`config.mk`:
```
export PLATFORM = sky130hd
export DESIGN_NAME = load_extract
export DESIGN_NICKNAME = d
export VERILOG_FILES = /design/src/dmem_pkg.sv /design/src/load_extract.sv
export SDC_FILE = /design/constraint.sdc
export NUM_CORES = 1
export LEC_CHECK = 0
export BUFFER_PORTS_ARGS = -buffer_cell sky130_fd_sc_hd__buf_2
export CAP_MARGIN = 15
export CORE_ASPECT_RATIO = 1.2
export CORE_MARGIN = 4
export CORE_UTILIZATION = 29
export CTS_CLUSTER_DIAMETER = 100
export DETAILED_ROUTE_END_ITERATION = 10
export SYNTH_ARGS = -nofsm -noshare
export SYNTH_HDL_FRONTEND = slang
export SYNTH_SLANG_ARGS = --single-unit
```
`constraint.sdc`:
```
create_clock -name clk -period 1.7 [get_ports clk]
set_input_delay 0.085 -clock clk [delete_from_list [all_inputs] [get_ports clk]]
set_output_delay 0.085 -clock clk [all_outputs]
set_load 0.01 [all_outputs]
```
`src/dmem_pkg.sv`:
```
`default_nettype none

package dmem_pkg;

    // ========================================
    // data path widths
    // ========================================

    // full data word.
    localparam int DATA_W = 32;

    // byte lanes per word, one bank each.
    localparam int LANES = 4;

    // width of one lane.
    localparam int BYTE_W = DATA_W / LANES;

    // a halfword spans two lanes.
    localparam int HALF_W = 2 * BYTE_W;

    // opcode field width.
    localparam int OP_W = 3;

    // ========================================
    // access opcodes
    // ========================================

    // size and extension of an access.
    // stores ignore the signed/unsigned split.
    // codes 5 to 7 are unused and do nothing.
    typedef enum logic [OP_W-1:0] {
        DM_OP_WD = 3'd0,
        DM_OP_HS = 3'd1,
        DM_OP_HU = 3'd2,
        DM_OP_BS = 3'd3,
        DM_OP_BU = 3'd4
    } dmem_op_e;

endpackage

`default_nettype wire

```
`src/load_extract.sv`:
```
`default_nettype none

module load_extract (
    input  logic                            clk,
    input  logic                            rst_n,
    input  logic                            en,
    input  logic                            we,
    input  dmem_pkg::dmem_op_e              op,
    input  logic [1:0]                      byte_off,
    input  logic [dmem_pkg::DATA_W-1:0]     rword,
    input  logic                            misalign,
    output logic [dmem_pkg::DATA_W-1:0]     rdata,
    output logic                            rdata_valid,
    output logic                            rmisalign
);

    localparam int DW = dmem_pkg::DATA_W;
    localparam int BW = dmem_pkg::BYTE_W;
    localparam int HW = dmem_pkg::HALF_W;

    logic [BW-1:0]  sel_byte;
    logic [HW-1:0]  sel_half;
    logic [DW-1:0]  load_val;
    logic           load_req;

    assign load_req = en && !we;

    // ========================================
    // lane pick and extension
    // ========================================

    always_comb begin
        sel_byte = rword[byte_off*BW +: BW];
        sel_half = byte_off[1] ? rword[DW-1 -: HW] : rword[HW-1:0];
        case (op)
            dmem_pkg::DM_OP_WD: load_val = rword;
            dmem_pkg::DM_OP_HS: load_val = {{(DW-HW){sel_half[HW-1]}}, sel_half};
            dmem_pkg::DM_OP_HU: load_val = {{(DW-HW){1'b0}}, sel_half};
            dmem_pkg::DM_OP_BS: load_val = {{(DW-BW){sel_byte[BW-1]}}, sel_byte};
            dmem_pkg::DM_OP_BU: load_val = {{(DW-BW){1'b0}}, sel_byte};
            default:            load_val = '0;
        endcase
        // misaligned loads return zero.
        if (misalign) begin
            load_val = '0;
        end
    end

    // ========================================
    // result register
    // ========================================

    always_ff @(posedge clk) begin
        if (!rst_n) begin
            rdata       <= '0;
            rdata_valid <= 1'b0;
            rmisalign   <= 1'b0;
        end else begin
            // valid is a single-cycle pulse per load.
            rdata_valid <= load_req;
            if (load_req) begin
                rdata     <= load_val;
                rmisalign <= misalign;
            end
        end
    end

endmodule

`default_nettype wire

```
==> metrics.cfg <==
[place]
routabilityCongestion=0.786
io_buffers=75
dpl.hpwl_mm=4.24

[sta]
setup_tns_ps=0
slew_viol_final=0
skew_ps=0
max_slew_margin=0.426
rsz0062_at_grt=false
max_freq_mhz=846
max_slew.worst_pin.slew_ps=861
min_period_ps=1180
hold_viol=0
setup-violations-final=0
finalCritPeriodShare=0.696

[clock_network]
htree_levels=2
postCtsHoldBufs=0
cts_tree=done
clock_sinks=34
clk_pin_slew_ps=70
post_cts_buffers=0
root_buffer=clkbuf_8
clk_latency_ps=280
cts_buffer_depth=2
cts_made_buffers=5
cts_resized=0

[global_routing]
grt_antenna_before_repair=0
grt_pass1_vias=1600
grt_usage=0.144
grt.overflow.total=0
grt_max_degree=25
grt_first_pass_wirelength_mm=8.35

[worst_setup_path]
required_ps=1920
slowest_delay_ps=540
reg2regPathDepth=1
cp-start-kind=primary input
crit_slowest_cell=nor3_4
crit_arrival_ps=1400
crit_path_end_kind=register
crit_path_end=rdata[27]$_SDFFE_PN0P_
path_max_fanout=16
cp_cell_sequence=buf_2, mux2_4, mux2i_4, nor3_4, a221o_1
worstSetupPathType=primary input to register
r2r-end=rdata[23]$_SDFFE_PN0P_
r2r_start=rdata[23]$_SDFFE_PN0P_
r2r_slack_ps=960
startpoint=byte_off[1]

[synthesis]
syn_area_um2=1830
synth_top_area_share=0.372
async_flop_share=0
yosys.cell_types.count=42
synth_cells=171
ys_seq_elements=34
syn-num-nets=213
synth-edff-count=0
synth_top_flop_cell=dfxtp_1
synth_warnings=0
synth_area_leaders=dfxtp_1 (37%), mux2i_1 (9.8%), a221o_1 (8.7%)
synth_top_area_cell=dfxtp_1
yosysSeqAreaShare=0.372
avgSynthCellArea_um2=10.7

[layout]
drive_above_1_share=0.426
layout_common_cells=buf_2 (75), dfxtp_1 (34), mux2i_1 (18)
diodes=0
nFillCells=645
syn2layout_area_growth_pct=27.4
nNetsFinal=286
final_common_cell=buf_2

[flow_run]
cap_violations=0

[power_and_ir_drop]
ir_worst_vdd_v=0.000257
switching_power_mw=0.441
switching_share=0.263
seq_power_share=0.491
p_int_mw=1.23
pwr-share-comb=0.178
pwr-share-clk=0.331
p_per_area_nw_per_um2=718
report.power.total_mw=1.67
leakage_nw=1.10

[floorplanning]
fp-row-count=31
die_width_um=80.6
io_pins=76
start_util=0.301
die_h_um=95.1
fp.coreArea_um2=6090
dieArea_um2=7660

[route]
drt_wl_total_mm=5.44
drc_errors=0
antenna_left=0
first_pass_iters=4
vias=1665
drt_iter0_markers=43
drt-vias-per-instance=5.11
wl_per_cell_um=16.7

[min_path]
hp-class=primary input to register
min_delay_path_depth=2

[run_status]
outcome=finished, final reports clean

-- area by class of cell --
class	instances	area, µm²	area share
Clock buffer	7	76.3	0.0327
Tap cell	82	103	0.0440
Sequential cell	34	681	0.292
Multi-Input combinational cell	120	1050	0.450
Inverter	3	11.3	0.00483
Timing Repair Buffer	80	413	0.177
-- Yosys cell counts, drive strengths merged (2+ instances only) --
cell,instances
a21oi,8
a221o,16
a22oi,7
a2bb2oi,7
and2,2
buf,12
clkbuf,2
dfxtp,34
inv,2
mux2,10
mux2i,19
nand2,10
nand2b,4
nand4,2
nor2,4
nor3,2
o21ai,2
o21bai,7
o221ai,7
-- metrics by stage --
stage / util / cell area (µm²) / std cells / setup WS [ps] / hold slack (ps)
6_report: 0.383 / 2330 / 326 / 517 / 48.8
3_5_place_dp: 0.371 / 2260 / 319 / 213 / 334
2_1_floorplan: - / 1830 / 171 / 430 / 223
4_1_cts: 0.383 / 2330 / 326 / 501 / 41.3
5_1_grt: 0.383 / 2330 / 326 / 389 / 38.9
3_3_place_gp: 0.371 / 2260 / 319 / 234 / 335
-- worst min path at each step --
stage,startpoint,slack [ps],to
after floorplan,rword[16],220,rdata[16]$_SDFFE_PN0P_
after global placement,rword[16],340,rdata[16]$_SDFFE_PN0P_
after detailed placement,rword[17],330,rdata[17]$_SDFFE_PN0P_
after CTS,rword[17],40,rdata[17]$_SDFFE_PN0P_
after global routing,rword[17],40,rdata[17]$_SDFFE_PN0P_
final,rword[20],50,rdata[20]$_SDFFE_PN0P_
-- state kept, by name (all words and copies together), names as in the netlist --
| register | count |
|---|---|
| rmisalign | 1 |
| rdata_valid | 1 |
| rdata | 32 |
-- worst max-delay path: cells and delay by family --
| family | cells | cell delay [ps] |
|---|---|---|
| AO/OA/AOI/OAI | 1 | 190 |
| buffers and inverters | 1 | 270 |
| multiplexers | 2 | 320 |
| AND/OR/NAND/NOR | 1 | 540 |
-- metal layers --
layer,part of all wire,track usage,up-vias
li1,-,-,815
met1,0.43,0.180,783
met2,0.49,0.249,60
met3,0.062,0.0246,7
met4,0.012,0.0465,0
met5,0,0,-
-- power by group through the flow --
stage	clock [mW]	combinational (mW)	sequential, mW
2_1_floorplan	0	0.176	0.847
3_3_place_gp	0	0.297	0.840
3_5_place_dp	0	0.300	0.840
4_1_cts	0.572	0.301	0.822
5_1_grt	0.603	0.326	0.823
6_report	0.555	0.298	0.822
-- cell families after synthesis --
kind of cell / after synthesis / synth area share
compound gates: 59 / 0.277
buf+inv: 17 / 0.0553
simple gates: 30 / 0.102
flops: 34 / 0.372
mux: 30 / 0.189
xor+xnor: 1 / 0.00478
No activity file was read; power rests on OpenSTA's default activity.
