[config.mk]
export PLATFORM = sky130hd
export DESIGN_NAME = store_lane_gen
export DESIGN_NICKNAME = d
export VERILOG_FILES = /design/src/dmem_pkg.sv /design/src/store_lane_gen.sv
export SDC_FILE = /design/constraint.sdc
export NUM_CORES = 1
export LEC_CHECK = 0
export BUFFER_PORTS_ARGS = -buffer_cell sky130_fd_sc_hd__buf_2
export CELL_PAD_IN_SITES_DETAIL_PLACEMENT = 0
export CELL_PAD_IN_SITES_GLOBAL_PLACEMENT = 1
export CORE_AREA = 2 2 69 71
export DETAILED_ROUTE_END_ITERATION = 7
export DIE_AREA = 0 0 71 73
export GPL_TIMING_DRIVEN = 0
export PLACE_DENSITY = 0.8
export RECOVER_POWER = 100
export SYNTH_ARGS = -nofsm -noshare
export SYNTH_HDL_FRONTEND = slang
export SYNTH_SLANG_ARGS = --single-unit
[constraint.sdc]
create_clock -name vclk -period 0.91
set_input_delay 0.091 -clock vclk [all_inputs]
set_output_delay 0.091 -clock vclk [all_outputs]
set_load 0.05 [all_outputs]
[src/dmem_pkg.sv]
`default_nettype none

package dmem_pkg;

    // ========================================
    // data path widths
    // ========================================

    // full data word.
    localparam int DATA_W = 32;

    // byte lanes per word, one bank each.
    localparam int LANES = 4;

    // width of one lane.
    localparam int BYTE_W = DATA_W / LANES;

    // a halfword spans two lanes.
    localparam int HALF_W = 2 * BYTE_W;

    // opcode field width.
    localparam int OP_W = 3;

    // ========================================
    // access opcodes
    // ========================================

    // size and extension of an access.
    // stores ignore the signed/unsigned split.
    // codes 5 to 7 are unused and do nothing.
    typedef enum logic [OP_W-1:0] {
        DM_OP_WD = 3'd0,
        DM_OP_HS = 3'd1,
        DM_OP_HU = 3'd2,
        DM_OP_BS = 3'd3,
        DM_OP_BU = 3'd4
    } dmem_op_e;

endpackage

`default_nettype wire

[src/store_lane_gen.sv]
`default_nettype none

module store_lane_gen #(
    parameter int ADDR_BITS = 10
) (
    input  logic                                en,
    input  logic                                we,
    input  dmem_pkg::dmem_op_e                  op,
    input  logic [ADDR_BITS-1:0]                addr,
    input  logic [dmem_pkg::DATA_W-1:0]         wdata,
    output logic [dmem_pkg::LANES-1:0]          lane_we,
    output logic [dmem_pkg::DATA_W-1:0]         lane_wdata,
    output logic                                misalign
);

    localparam int BW = dmem_pkg::BYTE_W;
    localparam int HW = dmem_pkg::HALF_W;

    logic [1:0]                     byte_off;
    logic [dmem_pkg::LANES-1:0]     lane_sel;

    assign byte_off = addr[1:0];

    // ========================================
    // lane selection and data placement
    // ========================================

    always_comb begin
        lane_sel   = '0;
        lane_wdata = '0;
        misalign   = 1'b0;
        case (op)
            dmem_pkg::DM_OP_WD: begin
                misalign   = (byte_off != 2'd0);
                lane_sel   = '1;
                lane_wdata = wdata;
            end
            dmem_pkg::DM_OP_HS, dmem_pkg::DM_OP_HU: begin
                // halfword sits in lanes 1:0 or 3:2.
                misalign   = byte_off[0];
                lane_sel   = byte_off[1] ? 4'b1100 : 4'b0011;
                lane_wdata = {2{wdata[HW-1:0]}};
            end
            dmem_pkg::DM_OP_BS, dmem_pkg::DM_OP_BU: begin
                lane_sel   = 4'b0001 << byte_off;
                lane_wdata = {dmem_pkg::LANES{wdata[BW-1:0]}};
            end
            default: begin
                // unused opcode, no lanes touched.
                lane_sel = '0;
            end
        endcase
    end

    // only an enabled, aligned store reaches the banks.
    assign lane_we = (en && we && !misalign) ? lane_sel : '0;

endmodule

`default_nettype wire

==> results.rst <==
.. list-table::
   :header-rows: 1

   * - Metric
     - Value
   * - Sequential cell count
     - 0
   * - I/O Buffers
     - 75
   * - Final-report hold violation count
     - 0
   * - Switching power
     - around 1.1 mW
   * - Top library cells by usage in the layout, fill and taps aside
     - sky130_fd_sc_hd__buf_6, sky130_fd_sc_hd__buf_2, sky130_fd_sc_hd__buf_4, sky130_fd_sc_hd__a21oi_2, sky130_fd_sc_hd__o21ai_4
   * - Total of fill cells in the finished design
     - 333
   * - Time the final worst path needs with I/O delays and setup
     - 1.350 ns
   * - Final Non-Filler Cells
     - 320
   * - Routed length on met1
     - between 2000 and 2500 um
   * - Sequential fraction of the synthesis area
     - 0
   * - Worst rel slew slack
     - 0.7567
   * - Area of the die
     - 5183 um2
   * - Worst Max-Slew Pin Slew
     - 0.3641 ns
   * - Number of search-and-repair iterations in the first detailed-routing pass
     - 4
   * - Synthesized net count
     - between 200 and 250
   * - Aggregate global routing overflow
     - 0
   * - Half-perimeter wire length of the detailed placement result
     - just over 3000 um
   * - Area of the core region
     - between 4000 and 5000 um2
   * - Width of the die
     - approximately 70 um
   * - Post-layout util
     - 0.6557
   * - Cells after Synth
     - 155
   * - Number of setup violations in the final report
     - 37
   * - Number of max-slew violations in the final report
     - 0
   * - Instance area after placement
     - ~1700 um2
   * - Iter 0 DRT Violations
     - 50
   * - First-pass GRT wire length
     - 8114 um
   * - Required time of the critical path
     - approximately 0.82 ns
   * - Worst-case vdd ir drop
     - 0.2861 mV
   * - Clock buffer count in the final layout
     - 0
   * - Warning count from the yosys run
     - 0
   * - Clock group share of total power
     - 0
   * - WL met3
     - 268 um
   * - Cell Pwr Density
     - 692.1 nW/um2
   * - Top sig layer
     - met4
   * - Finished layout cell area
     - 2974 um2
   * - Timing-limited maximum frequency
     - between 0.7 and 0.8 GHz
   * - Number of antenna violations at the first check in global routing
     - 0
   * - Failing checks
     - setup timing
   * - Starting density of the core
     - 0.2083
   * - Final weighted congestion in routability-driven placement
     - 0.7632
   * - Number of violations of the max-capacitance limit
     - 0
   * - NumNets Final
     - 315
   * - Post-Synthesis Cell Area
     - 944.7 um2
   * - Critical Path Fanout Max
     - 6
   * - Setup CP Type
     - input pin to output pin
   * - Number of different library cells in the post-synthesis netlist
     - 25
   * - Tot Pwr
     - 2.058 mW
   * - Hold Crit Start
     - wdata[21]
   * - Aggregate negative setup slack
     - -11.32 ns
   * - Internal
     - 0.9322 mW
   * - Vias per cell
     - roughly 5
   * - Storage cell area
     - 0 um2
   * - Result of the run
     - finished, violations left
   * - Remaining design rule violation count
     - 0
   * - Combinational fraction of design power
     - 1.000
   * - Min-Delay Path Class
     - input pin to output pin
   * - Kind of end point of the critical path
     - output pin
   * - Routed wl met2
     - 2956 um
   * - Total number of vias
     - 1641
   * - Synth-to-layout area growth
     - 214.8%
   * - # diodes
     - 0
   * - Area of combinational cells with multiple inputs
     - 1545 um2
   * - Top-level I/O count
     - 84
   * - Remaining antenna violation count after routing
     - 0
   * - Arrival time reported for the critical path endpoint
     - 1.26 ns
   * - Unrepaired setup endpoints after global routing
     - true
   * - Layout cells sized above 1
     - 0.8421
   * - Routed len/inst
     - roughly 18 um
   * - Switch share
     - 0.5471
   * - Final worst-path cycle share
     - 1.483
   * - Final WL
     - 5800 um
   * - PnR worst setup slack
     - -0.4397 ns
   * - Instance count after placement with tap cells included
     - around 280
   * - Leakage component of the power
     - approximately 1.3 nW
   * - GRT Total Usage
     - 0.1922
   * - Critical path origin
     - op[0]
   * - Startpoint class of the critical path
     - input pin
   * - Vias in the first global route
     - ~1600
   * - Syn Area/Cell
     - 6.095 um2
   * - Sequential cell fraction of total power
     - 0
   * - Most common cell after layout, fill and taps aside
     - sky130_fd_sc_hd__buf_6
   * - Height of the chip
     - 73 um
   * - Pin count of the biggest net entering global routing
     - 11
   * - Number of placement rows
     - 25
==> cell families after synthesis <==
logic type             after synthesis  synth area share
AND/OR/NAND/NOR                     63            0.3748
AO/OA/AOI/OAI                       57            0.3444
multiplexers                        17            0.1801
buffers and inverters               16           0.08211
XOR/XNOR                             2           0.01855
==> final timing paths <==
kind | to | depth (start not counted)
max | lane_wdata[26] | 9
min | lane_wdata[21] | 4
==> area by class of cell <==
type	count	area share
multi-input cells	139	0.5196
repair buffers	112	0.3715
plain buffers	14	0.08077
well taps	54	0.02272
inverters	1	0.005469
==> Yosys cell counts <==
| master | number | area, um2 |
|---|---|---|
| sky130_fd_sc_hd__a2bb2oi_1 | 1 | 8.760 |
| sky130_fd_sc_hd__buf_2 | 2 | 10.01 |
| sky130_fd_sc_hd__or3b_1 | 1 | 8.760 |
| sky130_fd_sc_hd__inv_2 | 1 | 3.750 |
| sky130_fd_sc_hd__buf_4 | 2 | 15.01 |
| sky130_fd_sc_hd__nor4b_1 | 2 | 17.52 |
| sky130_fd_sc_hd__a21oi_1 | 20 | 100.1 |
| sky130_fd_sc_hd__a31oi_1 | 1 | 6.260 |
| sky130_fd_sc_hd__o31ai_1 | 8 | 60.06 |
| sky130_fd_sc_hd__mux2i_1 | 17 | 170.2 |
| sky130_fd_sc_hd__o21ai_1 | 17 | 85.08 |
| sky130_fd_sc_hd__nor2b_1 | 18 | 112.6 |
| sky130_fd_sc_hd__xor2_1 | 1 | 8.760 |
| sky130_fd_sc_hd__nor2_1 | 3 | 11.26 |
| sky130_fd_sc_hd__xnor2_1 | 1 | 8.760 |
| sky130_fd_sc_hd__a2111oi_1 | 1 | 10.01 |
| sky130_fd_sc_hd__o22ai_1 | 8 | 50.05 |
| sky130_fd_sc_hd__buf_6 | 1 | 11.26 |
| sky130_fd_sc_hd__clkbuf_1 | 10 | 37.54 |
| sky130_fd_sc_hd__and2_1 | 18 | 112.6 |
| sky130_fd_sc_hd__nand2_1 | 18 | 67.56 |
| sky130_fd_sc_hd__nor3b_2 | 1 | 12.51 |
| sky130_fd_sc_hd__nor3_1 | 1 | 5.000 |
| sky130_fd_sc_hd__o21ai_0 | 1 | 5.000 |
| sky130_fd_sc_hd__nand2b_1 | 1 | 6.260 |
==> timing repair <==
action,4_1_cts,5_1_grt
pin swaps,18,17
setup buffers,23,14
endpoints found under the setup margin,37,37
hold buffers,0,0
gates resized for setup,202,35
cloned,0,2
==> worst max-delay path: stages <==
cell and delay [ns]:
sky130_fd_sc_hd__buf_12 0.12, sky130_fd_sc_hd__buf_8 0.12, sky130_fd_sc_hd__buf_12 0.12, sky130_fd_sc_hd__buf_12 0.13
sky130_fd_sc_hd__mux2i_2 0.14, sky130_fd_sc_hd__nand2_1 0.08, sky130_fd_sc_hd__o31ai_2 0.08, sky130_fd_sc_hd__o21ai_2 0.17
sky130_fd_sc_hd__buf_6 0.19
==> per-layer routing <==
metal	GRT usage	vias to the layer above
li1	-	780
met1	0.2483	792
met2	0.3531	59
met3	0.01796	10
met4	0.02935	0
met5	0	-
==> power groups by stage <==
| stage | combinational, mW | sequential (mW) | clock, mW |
|---|---|---|---|
| after CTS | 1.86 | 0 | 0 |
| final | 2.06 | 0 | 0 |
| after floorplan | 0.988 | 0 | 0 |
| after global routing | 2.14 | 0 | 0 |
| after global placement | 1.30 | 0 | 0 |
| after detailed placement | 1.31 | 0 | 0 |
==> metrics by stage <==
step | worst slack [ns] | hold slack [ns]
floorplan | -0.3711 | 0.3972
global placement | -0.6783 | 0.6300
detailed placement | -0.6877 | 0.6355
CTS | -0.4162 | 0.5894
global route | -0.4843 | 0.6243
finish | -0.4397 | 0.6066
Note: power is estimated with default switching activity, not from simulation.
